--- src/hw/adc_scan_cfg.svh ---
`ifndef ADC_SCAN_CFG_SVH
`define ADC_SCAN_CFG_SVH

// 7-bit slave address of the adc.
`define ADC_I2C_ADDR		7'h48
// clk cycles per quarter of an scl period.
`define I2C_QUARTER_CLKS	4
// each mean covers 2**ADC_AVG_LOG2 samples.
`define ADC_AVG_LOG2		5
`define ADC_NUM_CH			4
// gain and data rate, written with every channel select.
`define ADC_PGA_BITS		3'b001
`define ADC_DR_BITS			3'b110

`endif

--- src/hw/adc_pkg.sv ---
`default_nettype none

package adc_pkg;

	// configuration register, msb first.
	// mux 4+n selects single-ended channel n.
	typedef struct packed {
		logic			os;
		logic [2:0]		mux;
		logic [2:0]		pga;
		logic			mode;
		logic [2:0]		dr;
		logic [4:0]		rsvd;
	} adc_cfg_reg_t;

	// conversion register, 12-bit code left aligned.
	typedef struct packed {
		logic [11:0]	code;
		logic [3:0]		unused;
	} adc_conv_reg_t;

	// the same read word, seen as whichever register the pointer selects.
	typedef union packed {
		adc_cfg_reg_t	cfg;
		adc_conv_reg_t	conv;
	} adc_word_u;

	typedef struct packed {
		logic [1:0]		ch;
		logic [11:0]	code;
	} adc_sample_t;

	// channel 0 in the low bits.
	typedef logic [3:0][11:0] adc_results_t;

endpackage

`default_nettype wire

--- src/hw/result_publisher.sv ---
`timescale 1ns/1ps
`default_nettype none

`include "adc_scan_cfg.svh"

module result_publisher (
	input	wire						clk,
	input	wire						rst_n,
	input	wire [`ADC_NUM_CH-1:0]		i_mean_stb,
	input	wire adc_pkg::adc_results_t	i_means,
	output	adc_pkg::adc_results_t		o_results,
	output	logic						o_valid
);
	import adc_pkg::*;

	logic [`ADC_NUM_CH-1:0]	r_seen;
	logic [`ADC_NUM_CH-1:0]	seen_next;
	adc_results_t			r_held;
	adc_results_t			merged;

	// newest mean per channel, this cycle's arrivals included.
	always_comb begin
		for (int i = 0; i < `ADC_NUM_CH; i++)
			merged[i] = i_mean_stb[i] ? i_means[i] : r_held[i];
	end

	assign seen_next = r_seen | i_mean_stb;

	always_ff @(posedge clk) begin
		r_held <= merged;
	end

	always_ff @(posedge clk or negedge rst_n) begin
		if (!rst_n) begin
			r_seen <= '0;
			o_valid <= 1'b0;
			o_results <= '0;
		end
		else begin
			o_valid <= 1'b0;
			if (&seen_next) begin
				r_seen <= '0;
				o_valid <= 1'b1;
				o_results <= merged;
			end
			else
				r_seen <= seen_next;
		end
	end

endmodule

`default_nettype wire

--- config.mk ---
export PLATFORM = sky130hd
export DESIGN_NAME = result_publisher
export DESIGN_NICKNAME = d
export VERILOG_FILES = /design/src/hw/adc_pkg.sv /design/src/hw/result_publisher.sv
export VERILOG_INCLUDE_DIRS = /design/src /design/src/hw
export SDC_FILE = /design/constraint.sdc
export NUM_CORES = 1
export LEC_CHECK = 0
export ABC_AREA = 1
export CORE_UTILIZATION = 43
export DETAILED_ROUTE_END_ITERATION = 10
export DONT_BUFFER_PORTS = 1
export HOLD_SLACK_MARGIN = 0.12
export PLACE_DENSITY_LB_ADDON = 0.08
export SLEW_MARGIN = 5
export SYNTH_ARGS = -nofsm -noshare
export SYNTH_HDL_FRONTEND = slang
export SYNTH_SLANG_ARGS = --single-unit
--- constraint.sdc ---
create_clock -name clk -period 3.2 [get_ports clk]
set_clock_uncertainty 0.15 [all_clocks]
set_input_delay 0.32 -clock clk [delete_from_list [all_inputs] [get_ports clk]]
set_output_delay 0.32 -clock clk [all_outputs]
set_load 0.05 [all_outputs]
==> results of run 1 <==
per-stage QoR:
stage / hold slack, ps / utilization (%) / std cells
2_1_floorplan: -126 / - / 428
4_1_cts: 153 / 53.6 / 582
6_report: 162 / 53.6 / 582
3_5_place_dp: -124 / 44.7 / 512
5_1_grt: 187 / 53.6 / 582
3_3_place_gp: -124 / 44.7 / 512
state kept, by name, summed over array words and instances, names as in the netlist:
| register | flops |
|---|---|
| o_results | 48 |
| o_valid | 1 |
| r_held | 48 |
| r_seen | 4 |
cells in the mapped netlist (all sizes together):
master | instances | area share (%)
dfxtp | 48 | 26
nand3 | 48 | 6.6
inv | 5 | 0.52
dfrtp | 53 | 37
nor2 | 10 | 1.4
buf | 17 | 2.9
clkbuf | 6 | 0.62
nand2 | 241 | 25
worst min-delay path by stage:
stage / to / slack [ps] / cells after the start
2_1_floorplan: o_results[0] / -130 / 0
6_report: r_held[14] / 160 / 3
3_3_place_gp: o_results[7] / -120 / 0
3_5_place_dp: o_results[7] / -120 / 0
5_1_grt: r_held[4] / 190 / 3
4_1_cts: r_held[23] / 150 / 3
worst register-to-register path, delay by kind of cell, from the launching register on:
family | cells | cell delay, ps
buf+inv | 1 | 240
flops | 1 | 370
simple gates | 4 | 1160
cells by family (layout without fill, tap and decap cells):
family | count (synthesis) | in the layout | synth area share [%]
buffers and inverters | 28 | 77 | 4.00
DFF | 101 | 101 | 63.0
and+or+nand+nor | 299 | 299 | 33.0
metal layers:
metal / up-vias / track usage (%)
met4: 0 / 7.31
met3: 7 / 5.18
met2: 73 / 33.1
met1: 1313 / 25.0
li1: 1419 / -
met5: - / 0
cells in the final DEF (no fill, tap or decap):
cell type,n
nor2_4,2
buf_4,2
clkinvlp_4,3
buf_16,1
clkinv_2,1
nor2_1,8
dfrtp_1,53
nand2_1,240
inv_1,5
nand2_2,1
inv_6,1
nand3_1,48
dfxtp_1,48
dlygate4sd3_1,53
clkbuf_1,2
clkbuf_8,9
area by class of cell:
class                   instances  area share (%)
repair buffers                 56            13.1
flip-flops and latches        101            52.2
clock inverters                 5           0.829
well taps                     105            3.00
clock buffers                  11            3.00
inverters                       5           0.429
multi-input cells             299            27.4
power by group:
group,internal (uW),switching (uW)
logic,265,553
registers,1610,1200
clock network,285,426
==> metrics.txt, run 1 <==
Synth Register Bits 101; worst vdd ir 441 uV; maximum fanout along the worst path 49; Vias 2812; total CTS buffers 9; Finished Cell Area 4380 um^2; Final Max Slew Viols 0; Hold Path Class in2reg; Chip Width 93.9 um; ANT cells 0; hpwl dp 4610 um; critical path's most frequent cell nor2_1; Final Hold Fails 0; Reg2Reg Depth 5; post_cts resized 0; DRC Markers 2; Wirelength per Cell 14.1 um; WS Path Type in2reg; initial antenna violation count 0; Clk Latency, worst-skew pair 350 ps; GPL Wtd Cong 0.691; Final nets 526; sequential cell area 2290 um^2; met2 wire len 3960 um; synthesis-to-finish area growth 20.5%; multi-input logic area 1200 um^2; total track usage 20.0%; Final Setup Violations 0; crit start category input pin; crit path max-delay cell type dlygate4sd3_1; share of cells above drive strength 1 4.19%; CTS tree built; overall routed net length 8230 um; WP data required 3330 ps; Initial DRC Count 120; RSZ-0062 raised after global routing false; Worst path depth 6; vias in the first global route 2808; Top Layer Used met4; crit-path leading delay family simple AND/OR/NAND/NOR gates; leakage 0.00226 uW; first-pass iteration count of the detailed router 9; achievable clock frequency 414 MHz; met1 WL 3710 um; Critical Path Start i_mean_stb[0]; Syn Area/Cell 8.49 um^2; Syn Inst Count 428; pre-CTS setup slack 1160 ps; CORE AREA 8180 um^2; GR Overflow Total 0; CTS Root Cell clkbuf_8; CTS Buffer Depth 2; total chip power 4340 uW; final worst slack 782 ps; syn_nets 482; Die Area 8820 um^2; die extent in y 93.9 um; via/cell ratio 4.83; Rows 33; Ports 103; met3 wire len 484 um; status complete, but fails checks; fin crit share 75.6%; worst-margin pin slew 979 ps; Worst Min Path Start i_mean_stb[1]; Post-DP Area 3650 um^2; Max-Cap Viols 0; R2R Setup Slk 1210 ps; cell chain of the critical path dlygate4sd3_1 -> nor2_1 -> nor2_4 -> nand2_2 -> inv_1 -> nor2_1; clock transition at the registers of the reported paths 100 ps; pwr dens 992 nW/um^2; yosys warns 0; WP data arrival 2540 ps; H-Tree Depth 3; post-synth cell types 12; Antenna Nets Post-Route 0; reg2reg end r_seen[2]; Critical Path Max Stage Delay 730 ps; violated checks design-rule violations; Initial Util 44.4%; global-route wire length before repair 13500 um; register area share after synthesis 63.0%; post-CTS setup buffer count 0; CP endpoint r_seen[2]; Clock Sinks 101; Worst setup EP type register; setup TNS 0 ps; Mapped Area 3630 um^2; largest net degree at the start of global routing 54; Buffers on Ports 0; RR Startpoint r_seen[0]; Slew headroom 34.5%; crit path buf inv count 2; CTS Hold Bufs 54; number of fill cells 792; fin crit period 2420 ps
Power figures use the tool's default switching activity.
==> run 2, diff against run 1 <==
==> constraint.sdc (replaced) <==
create_clock -name clk -period 2.5 [get_ports clk]
set_clock_uncertainty 0.15 [all_clocks]
set_input_delay 0.25 -clock clk [delete_from_list [all_inputs] [get_ports clk]]
set_output_delay 0.25 -clock clk [all_outputs]
set_load 0.05 [all_outputs]
==> run 2 against run 1 <==
  * The run now ends clean
  * First-iteration DRC count up 47%
  * Final area up 0.40%
  * Worst setup slack worse by 360 ps
  * Flip-flop and latch count unchanged
  * Via count down 0.96%
  * Clock power up 29%
  * Sequential power up 28%
  * Die area unchanged
  * Non-clock buffer count up 1
  * Worst hold slack better by 95 ps
  * Cell count unchanged
  * Utilization up 0.21 points
  * Critical endpoint is now o_results[33]
==> metrics.txt, run 2 (synthesized netlist as in run 1, its figures left out) <==
Final nets 527 (+0.19%); leakage 0.00227 uW (+0.63%); crit path max-delay cell type dlygate4sd3_1; GR Overflow Total 0 (unchanged); met3 Use GR 4.69% (-0.49 points); status completed; Final Max Slew Viols 0 (unchanged); worst vdd ir 590 uV (+34%); die extent in y 93.9 um (unchanged); busiest metal layer after global routing met2; post-CTS setup buffer count 0 (unchanged); via/cell ratio 4.79 (-0.96%); Critical Path Max Stage Delay 870 ps (+140 ps); WP data required 2590 ps (-740 ps); cell chain of the critical path dlygate4sd3_1 -> nor2_1 -> nor2_4 -> nand2_2 -> buf_12 -> nand2_1 -> nand2_1; fin crit period 2080 ps; Slew headroom 61.6% (+27 points); fin crit share 83.1%; overall routed net length 8230 um (about the same); hpwl dp 4680 um (+1.7%); Antenna Nets Post-Route 0 (unchanged); largest registers o_results: 48 flops, r_held: 48 flops, r_seen: 4 flops; total chip power 5610 uW (+29%); Rows 33 (unchanged); share of cells above drive strength 1 4.19% (unchanged); Clock Sinks 101 (unchanged); vias in the first global route 2769 (-1.4%); Final Hold Fails 0 (unchanged); maximum fanout along the worst path 28 (-43%); crit start category input pin; synthesis-to-finish area growth 21.0%; DRC Markers 0 (-2); Die Area 8820 um^2 (unchanged); WS Path Type in2reg; most frequent cells in the layout 240 x nand2_1, 53 x dlygate4sd3_1, 53 x dfrtp_1; Initial Util 44.4% (unchanged); first-pass iteration count of the detailed router 4 (-5); achievable clock frequency 481 MHz; met2 usage 31.0% (-2.1 points); GR Layer Usage met1 26.0% (+1.0 points); CTS tree built; Critical Path Start i_mean_stb[0]; most common cell after layout, fill and taps aside nand2_1; initial antenna violation count 0 (unchanged); Worst setup EP type register; Wirelength per Cell 14.1 um (about the same); WP data arrival 2170 ps (-370 ps); CORE AREA 8180 um^2 (unchanged); largest net degree at the start of global routing 54 (unchanged); pwr dens 1280 nW/um^2 (+29%); CTS Hold Bufs 54 (unchanged); CTS Root Cell clkbuf_8; Max-Cap Viols 0 (unchanged); Buffers on Ports 0 (unchanged); worst-margin pin slew 576 ps (-403 ps); clock transition at the registers of the reported paths 100 ps (about the same); WHS 257 ps (+95.0 ps); total track usage 19.7% (-0.25 points); Vias 2785 (-0.96%); CTS Buffer Depth 2 (unchanged); Clk Latency, worst-skew pair 350 ps (about the same); global-route wire length before repair 13300 um (-1.2%); Final Setup Violations 0 (unchanged); critical path's most frequent cell nand2_1; Chip Width 93.9 um (unchanged); setup TNS 0 ps (unchanged); GPL Wtd Cong 0.681 (-1.4%); Ports 103 (unchanged); Initial DRC Count 176 (+47%); ANT cells 0 (unchanged); RR Startpoint r_seen[1]; post_cts resized 0 (unchanged); H-Tree Depth 3 (unchanged); RSZ-0062 raised after global routing false; total CTS buffers 9 (unchanged); Hold Path Class in2async
-- run 2: changes by cell type in the layout (fill, tap and decap cells not counted), sizes merged --
cell and delta:
clkinvlp -2, buf +1, inv +1
-- run 2: where the power goes --
part	switching, uW	total (uW)	leakage, uW	internal (uW)
logic	715	1080	0.00112	363
registers	1550	3610	0.00107	2060
clock network	551	918	0.0000804	367
-- run 2: cell type report --
cell class / instances / area [um^2]
Fill cell: 763 / 3780
Sequential cell: 101 / 2290
Multi-Input combinational cell: 299 / 1200
Timing Repair Buffer: 57 / 593
Clock buffer: 11 / 131
Tap cell: 105 / 131
Clock inverter: 4 / 33.8
Inverter: 5 / 18.8
-- run 2: worst max-delay path: cells and delay by family --
kind / cells / cell delay, ps
buf+inv: 2 / 1150
simple gates: 5 / 750
-- run 2: through the flow --
stage               utilization, %  area, um^2  instances  worst slack, ps
floorplan                        -        3630        428             1200
global placement              44.9        3670        513              908
detailed placement            44.9        3670        513              852
CTS                           53.8        4400        582              420
global route                  53.8        4400        582              261
finish                        53.8        4400        582              422
-- run 2: routing by layer --
| layer | vias up | routed length, um |
|---|---|---|
| li1 | 1412 | - |
| met1 | 1279 | 3790 |
| met2 | 83 | 3760 |
| met3 | 11 | 569 |
| met4 | 0 | 111 |
| met5 | - | 0 |
-- run 2: path summary, 6_finish.rpt --
path                       depth (start not counted)  slack (ps)       endpoint
setup / recovery                                   7         420  o_results[33]
max in group asynchronous                          2        1690  o_results[34]
hold reg to reg                                    2         300     r_held[18]
hold / removal                                     2         260   o_results[7]
setup reg to reg                                   6         870  o_results[33]
min in group clk                                   2         300     r_held[18]
