**config.mk**
```make
export PLATFORM = sky130hd
export DESIGN_NAME = channel_averager
export DESIGN_NICKNAME = d
export VERILOG_FILES = /design/src/hw/channel_averager.sv
export VERILOG_INCLUDE_DIRS = /design/src /design/src/hw
export SDC_FILE = /design/constraint.sdc
export NUM_CORES = 1
export LEC_CHECK = 0
export BUFFER_PORTS_ARGS = -buffer_cell sky130_fd_sc_hd__buf_2
export CORE_MARGIN = 3
export CORE_UTILIZATION = 50
export CTS_BUF_LIST = sky130_fd_sc_hd__clkbuf_16
export DETAILED_ROUTE_END_ITERATION = 16
export GPL_ROUTABILITY_DRIVEN = 0
export PLACE_DENSITY = 0.71
export SYNTH_ARGS = -nofsm -noshare
export SYNTH_HDL_FRONTEND = slang
export SYNTH_SLANG_ARGS = --single-unit
```
**constraint.sdc**
```tcl
create_clock -name clk -period 4.7 [get_ports clk]
set_input_delay 0.705 -clock clk [delete_from_list [all_inputs] [get_ports clk]]
set_output_delay 0.705 -clock clk [all_outputs]
set_load 0.05 [all_outputs]
```
**src/hw/adc_scan_cfg.svh**
```systemverilog
`ifndef ADC_SCAN_CFG_SVH
`define ADC_SCAN_CFG_SVH

// 7-bit slave address of the adc.
`define ADC_I2C_ADDR		7'h48
// clk cycles per quarter of an scl period.
`define I2C_QUARTER_CLKS	4
// each mean covers 2**ADC_AVG_LOG2 samples.
`define ADC_AVG_LOG2		5
`define ADC_NUM_CH			4
// gain and data rate, written with every channel select.
`define ADC_PGA_BITS		3'b001
`define ADC_DR_BITS			3'b110

`endif

```
**src/hw/channel_averager.sv**
```systemverilog
`timescale 1ns/1ps
`default_nettype none

`include "adc_scan_cfg.svh"

module channel_averager (
	input	wire			clk,
	input	wire			rst_n,
	input	wire			i_sample_stb,
	input	wire	[11:0]	i_code,
	output	logic			o_mean_stb,
	output	logic	[11:0]	o_mean
);
	localparam int SUM_W = 12 + `ADC_AVG_LOG2;

	logic [SUM_W-1:0]			r_sum;
	logic [SUM_W-1:0]			sum_next;
	logic [`ADC_AVG_LOG2-1:0]	r_cnt;
	logic						last;

	assign sum_next = r_sum + SUM_W'(i_code);
	assign last = i_sample_stb && (r_cnt == '1);

	always_ff @(posedge clk or negedge rst_n) begin
		if (!rst_n) begin
			r_sum <= '0;
			r_cnt <= '0;
			o_mean_stb <= 1'b0;
		end
		else begin
			o_mean_stb <= last;
			if (i_sample_stb) begin
				r_cnt <= r_cnt + 1'b1;
				r_sum <= last ? '0 : sum_next;
			end
		end
	end

	// floor of the mean.
	always_ff @(posedge clk) begin
		if (last)
			o_mean <= sum_next[SUM_W-1:`ADC_AVG_LOG2];
	end

endmodule

`default_nettype wire

```
==> impl_metrics.toml, run 1 <==
[synthesis]
synthDistinctLibCells = 53
synth_warnings = 0
avgSynthCellArea_um2 = 11.37
synthCells = 179
synth_seq_cells = 35
synth_edf_count = 12
ys.flop_type = "dfrtp_1"
async_reset_ff_frac = 0.6571
syn_nets = 209
seq_area_frac_synth = 0.4597
synth_area_um2 = 2036

[global_route]
grt_usage = 0.1793
grt_pass1_wl_um = 6837
grt_start_max_net_pins = 32
use_met1 = 0.1941
gr-usage-met3 = 0.06812
grt_pass1_vias = 1534
grt-ovfl-total = 0
grt-busiest-layer = "met2"
grtUsageMet2 = 0.3148
grt_antenna_before_repair = 0

[floorplan]
die_y_um = 69.81
ios = 28
core.rowCount = 22
die_width_um = 69.81
core-area_um2 = 3799
die_area_um2 = 4873
start_util = 0.5359

[critical_path]
critPathLaunchType = "primary input"
cp.arrival_ns = 2.75
crit_required_ns = 4.87
critPathCaptureType = "flip-flop"
critPathLaunch = "i_code[0]"
crit_type = "primary input to flip-flop"
timing.rr.start = "r_sum[0]"
crit_fanout = 7

[clock_tree]
cts-root-buf = "clkbuf_16"
cts_resized = 0
cts_buffers = 5
post_cts_buffers = 0
cts_max_level = 2
clock_path_buffers = 2
cts.sink_count = 35
insertion_delay_ns = 0.28
cts_tree = "built"
cts_hold_buffers = 0
path_clk_slew_ns = 0.06

[power_and_ir_drop]
p_clk_frac = 0.200
finalPower_mw = 1.541
switching_share = 0.3780
pwr-share-comb = 0.462
leakage_nw = 1.047
p_switching_mw = 0.5826
intPower_mw = 0.9588
powerDensity_nw_per_um2 = 657.4
vdd_drop_max_v = 0.0003104
seq_power_share = 0.338

[finish]
num_antenna_cells = 0
final_common_cell = "buf_2"
layout-drive-gt1-share = 0.2163
final_cell_mix = "buf_2, dfrtp_1, ha_1, inv_1, edfxtp_1"
syn2layout_area_growth_pct = 15.18
seqCellArea_um2 = 935.9
fin_nets = 237
multiInputGateArea_um2 = 1031
filler_cell_count = 326
fin_area_um2 = 2345

[sta]
finalMaxSlewViolations = 0
setup_viol = 0
slew_headroom = 0.5842
worstMarginPinSlew_ns = 0.6237
finalCritPeriodShare = 0.5488
clock.fmax_mhz = 387.7
finClkSkew_ns = 0.007068
setup_slack_ns = 2.121
min_period_ns = 2.579
hold_violations = 0
fin_tns_setup_ns = 0
rsz0062_at_grt = "no"

[place]
dp_slack_ns = 1.822
place_hpwl_um = 2998
io_buffers = 27
placed_cell_area_um2 = 2207

[route]
drt_pass1_iterations = 4
wl_um = 4076
vias_per_cell = 5.828
route.vias.total = 1492
drt_drc_violations_left = 0
drtAntennaViolNets = 0
drtIter0Drc = 94
wire_per_inst_um = 15.92

[run]
maxCapViolations = 0

[min_path]
hp-class = "primary input to asynchronous set/reset pin"

[status]
status = "complete, no violations"
[power groups by stage]
| stage | registers, mW | logic [mW] | clock network [mW] |
|---|---|---|---|
| after floorplan | 0.515 | 0.574 | 0 |
| after global placement | 0.516 | 0.676 | 0 |
| after detailed placement | 0.526 | 0.708 | 0 |
| after CTS | 0.521 | 0.716 | 0.316 |
| after global routing | 0.534 | 0.792 | 0.331 |
| final | 0.522 | 0.712 | 0.308 |
[per-layer routing]
metal / share of wire / wire, µm / vias to the layer above
met4: 0.017 / 69 / 0
li1: - / - / 721
met3: 0.058 / 236 / 10
met2: 0.51 / 2099 / 42
met1: 0.41 / 1671 / 719
met5: 0 / 0 / -
[state kept, by name, indices dropped and copies added (netlist names)]
register and cells:
o_mean_stb 1, r_sum 17, r_cnt 5, o_mean 12
[cells in the mapped netlist (2+ instances only)]
cell        n  area (µm²)
dfrtp_1    23       575.6
ha_1       14       175.2
edfxtp_1   12       360.4
inv_1      11       41.29
nand2_1    10       37.54
xnor2_1    10       87.58
nor2b_1     8       50.05
a21o_1      7       52.55
a21oi_1     5       25.02
clkbuf_1    5       18.77
nor2_1      5       18.77
xor2_1      5       43.79
a31o_1      4       35.03
o21ai_0     4       20.02
nand2b_1    3       18.77
nand4_1     3       18.77
o22ai_1     3       18.77
o32ai_1     3       26.28
a21boi_0    2       15.01
a22o_1      2       17.52
a31o_2      2       17.52
a31oi_1     2       12.51
and3_1      2       12.51
mux2_2      2       22.52
nand3_1     2       10.01
o2111ai_1   2       17.52
o21a_1      2       15.01
[cell families (layout without fill, tap and decap cells)]
group	after synthesis	in the layout	synth area share
multiplexers	4	4	0.02151
adder cells (fa/ha/maj)	15	15	0.09588
buffers and inverters	18	47	0.03380
flip-flops	35	35	0.4597
AND/OR/NAND/NOR	43	43	0.1199
AO/OA/AOI/OAI	49	49	0.2047
XOR/XNOR	15	15	0.06453
[stage by stage]
stage	util	hold slack, ns	cells
final	0.6173	0.4062	256
after global routing	0.6173	0.4366	256
after CTS	0.6173	0.4268	256
after detailed placement	0.5810	0.4908	248
after global placement	0.5810	0.4513	248
after floorplan	-	0.4094	179
[worst max-delay path, cell delays in order]
cell	delay, ns
buf_2	0.08
ha_1	0.17
inv_1	0.06
fa_1	0.42
nor2b_4	0.17
o211ai_4	0.10
a31oi_4	0.26
a311oi_4	0.17
or2_1	0.28
a311o_1	0.35
[worst paths after layout]
kind | to | slack (ns) | depth (start not counted)
setup / recovery | r_sum[16] | 2.12 | 10
hold / removal | o_mean_stb | 0.41 | 1
setup reg to reg | r_sum[16] | 2.27 | 9
hold reg to reg | r_cnt[0] | 0.50 | 1
max in group asynchronous | r_sum[11] | 3.92 | 1
min in group clk | r_cnt[0] | 0.50 | 1
[cell type report]
| class | instances | area share |
|---|---|---|
| well taps | 48 | 0.02561 |
| clock buffers | 5 | 0.05336 |
| inverters | 12 | 0.01921 |
| clock inverters | 3 | 0.005336 |
| repair buffers | 27 | 0.05763 |
| flip-flops and latches | 35 | 0.3991 |
| multi-input cells | 126 | 0.4397 |
Note: power is estimated with default switching activity, not from simulation.
==> run 2, diff against run 1 <==
--- a/config.mk
+++ b/config.mk
@@ -6,6 +6,7 @@
 export SDC_FILE = /design/constraint.sdc
 export NUM_CORES = 1
 export LEC_CHECK = 0
+export ABC_AREA = 1
 export BUFFER_PORTS_ARGS = -buffer_cell sky130_fd_sc_hd__buf_2
 export CORE_MARGIN = 3
 export CORE_UTILIZATION = 50
==> constraint.sdc (replaced) <==
create_clock -name clk -period 2.4 [get_ports clk]
set_input_delay 0.36 -clock clk [delete_from_list [all_inputs] [get_ports clk]]
set_output_delay 0.36 -clock clk [all_outputs]
set_load 0.05 [all_outputs]
==> run 2 against run 1 <==
- critical endpoint is now o_mean[7]
- setup slack worse by 1.7 ns
- combinational power up 95%
- final area up 6.6%
- highest routed layer unchanged
- largest cell class unchanged
==> impl_metrics.toml, run 2 <==
[floorplan]
core-area_um2 = 4086
die_area_um2 = 5179
die_y_um = 71.97
die_width_um = 71.97
start_util = 0.5325
ios = 28
core.rowCount = 23

[clock_tree]
path_clk_slew_ns = 0.06
cts_tree = "built"
cts_hold_buffers = 0
post_cts_buffers = 0
cts.sink_count = 35
clock_path_buffers = 2
cts_max_level = 2
cts-root-buf = "clkbuf_16"
insertion_delay_ns = 0.28
cts_resized = 0
cts_buffers = 5

[place]
place_hpwl_um = 3271
placed_cell_area_um2 = 2362
io_buffers = 27

[finish]
final_common_cell = "nand2_1"
fin_area_um2 = 2500
utilization = 0.6118
largest_reg_flops = 17
syn2layout_area_growth_pct = 14.89
final_cell_mix = "nand2_1, inv_1, buf_2, dfrtp_1, nand3_1"
top_register = "r_sum"
top_regs = "r_sum x17, o_mean x12, r_cnt x5"
fin_nets = 346
layout-drive-gt1-share = 0.1325
num_antenna_cells = 0

[synthesis]
synth_top_cell_area_share = 0.2645
yosys.cell_count.top_type = "nand2_1"
synth_edf_count = 12
synthCells = 284
syn_nets = 314
synthDistinctLibCells = 30
seq_area_frac_synth = 0.4301
avgSynthCellArea_um2 = 7.661
ys.flop_type = "dfrtp_1"
synth_warnings = 0
synth_area_um2 = 2176
async_reset_ff_frac = 0.6571
synth.largest_area_cell = "dfrtp_1"
synth_seq_cells = 35
netlist_top_cells_count = "nand2_1, inv_1, dfrtp_1"
synth_top_cells_by_area = "dfrtp_1, nand2_1, edfxtp_1"

[sta]
hold_violations = 0
worstMarginPinSlew_ns = 0.5695
finalMaxSlewViolations = 0
rsz0062_at_grt = "no"
finClkSkew_ns = 0.007030
slew_headroom = 0.6199
fin_tns_setup_ns = 0
clock.fmax_mhz = 515.5
min_period_ns = 1.940
setup_viol = 0
finalCritPeriodShare = 0.8082

[critical_path]
crit_fanout = 4
timing.rr.start = "r_sum[0]"
crit_family = "simple AND/OR/NAND/NOR gates"
cp.arrival_ns = 1.98
critPathCaptureType = "flip-flop"
critPathLaunch = "r_sum[0]"
worst-path-buf-inv = 2
crit_type = "flip-flop to flip-flop"
critPathLaunchType = "flip-flop"
critPathMaxStageDelay_ns = 0.35
cp_common_cell = "nand2_1"
cp_cell_sequence = "ha_1, inv_1, fa_1, inv_1, nand2_1, nand2_1, nand3_1, nand2_1, nand2_1, nand2_1, nand2_1, and2_1"
crit_required_ns = 2.44
cpMaxStageDelayCell = "fa_1"

[power_and_ir_drop]
leakage_nw = 1.390
powerDensity_nw_per_um2 = 1194
vdd_drop_max_v = 0.0005462

[route]
vias_per_cell = 4.804
drtIter0Drc = 113
drtAntennaViolNets = 0
drt_pass1_iterations = 4
wl_um = 4409
drt_drc_violations_left = 0
wire_per_inst_um = 12.01
route.vias.total = 1763

[min_path]
hp-class = "primary input to asynchronous set/reset pin"

[global_route]
gr-usage-met3 = 0.04848
use_met1 = 0.2511
grt_pass1_wl_um = 7610
grtUsageMet2 = 0.3102
grt-ovfl-total = 0
grt_pass1_vias = 1740
grt_start_max_net_pins = 24
grt_usage = 0.1932
grt_antenna_before_repair = 0
grt-busiest-layer = "met2"

[status]
status = "complete, no violations"

[run]
maxCapViolations = 0
-- run 2: cells by family after synthesis --
family / after synthesis / share of synthesized area
AOI/OAI and AO/OA: 14 / 0.03680
xor gates and xnor gates: 6 / 0.02415
adders and majority gates: 15 / 0.08971
buffers and inverters: 46 / 0.08280
DFF: 35 / 0.4301
and+or+nand+nor: 168 / 0.3364
-- run 2: through the flow --
step | hold slack [ns] | worst slack [ns] | std cells | power, mW
2_1_floorplan | 0.06441 | 0.6048 | 284 | 2.090
3_3_place_gp | 0.3860 | 0.4277 | 359 | 2.336
3_5_place_dp | 0.3839 | 0.3820 | 359 | 2.376
4_1_cts | 0.08704 | 0.4754 | 367 | 2.998
5_1_grt | 0.1062 | 0.3032 | 367 | 3.291
6_report | 0.06943 | 0.4602 | 367 | 2.985
-- run 2: where the power goes --
group	switching (mW)	internal (mW)
Sequential	0.141	0.855
Clock	0.228	0.374
Combinational	0.830	0.556
Total	1.20	1.79
-- run 2: worst paths after layout --
check                                  to  slack [ns]  cells after the start
max in group asynchronous        r_sum[3]        1.96                      1
worst min register to register   r_cnt[3]        0.47                      1
worst max-delay path            o_mean[7]        0.46                     12
worst min-delay path             r_sum[1]        0.07                      1
min in group clk                 r_cnt[0]        0.39                      2
worst max register to register  o_mean[7]        0.46                     12
-- run 2: final cells by class --
class / count / area, µm²
Sequential cell: 35 / 935.9
Multi-Input combinational cell: 203 / 1060
Clock inverter: 3 / 12.51
Inverter: 43 / 161.4
Tap cell: 50 / 62.56
Timing Repair Buffer: 28 / 142.6
Clock buffer: 5 / 125.1
Fill cell: 376 / 1587
-- run 2: layer usage --
layer,share of wire,up-vias
met5,0,-
met3,0.049,6
li1,-,950
met2,0.45,30
met1,0.48,777
met4,0.013,0
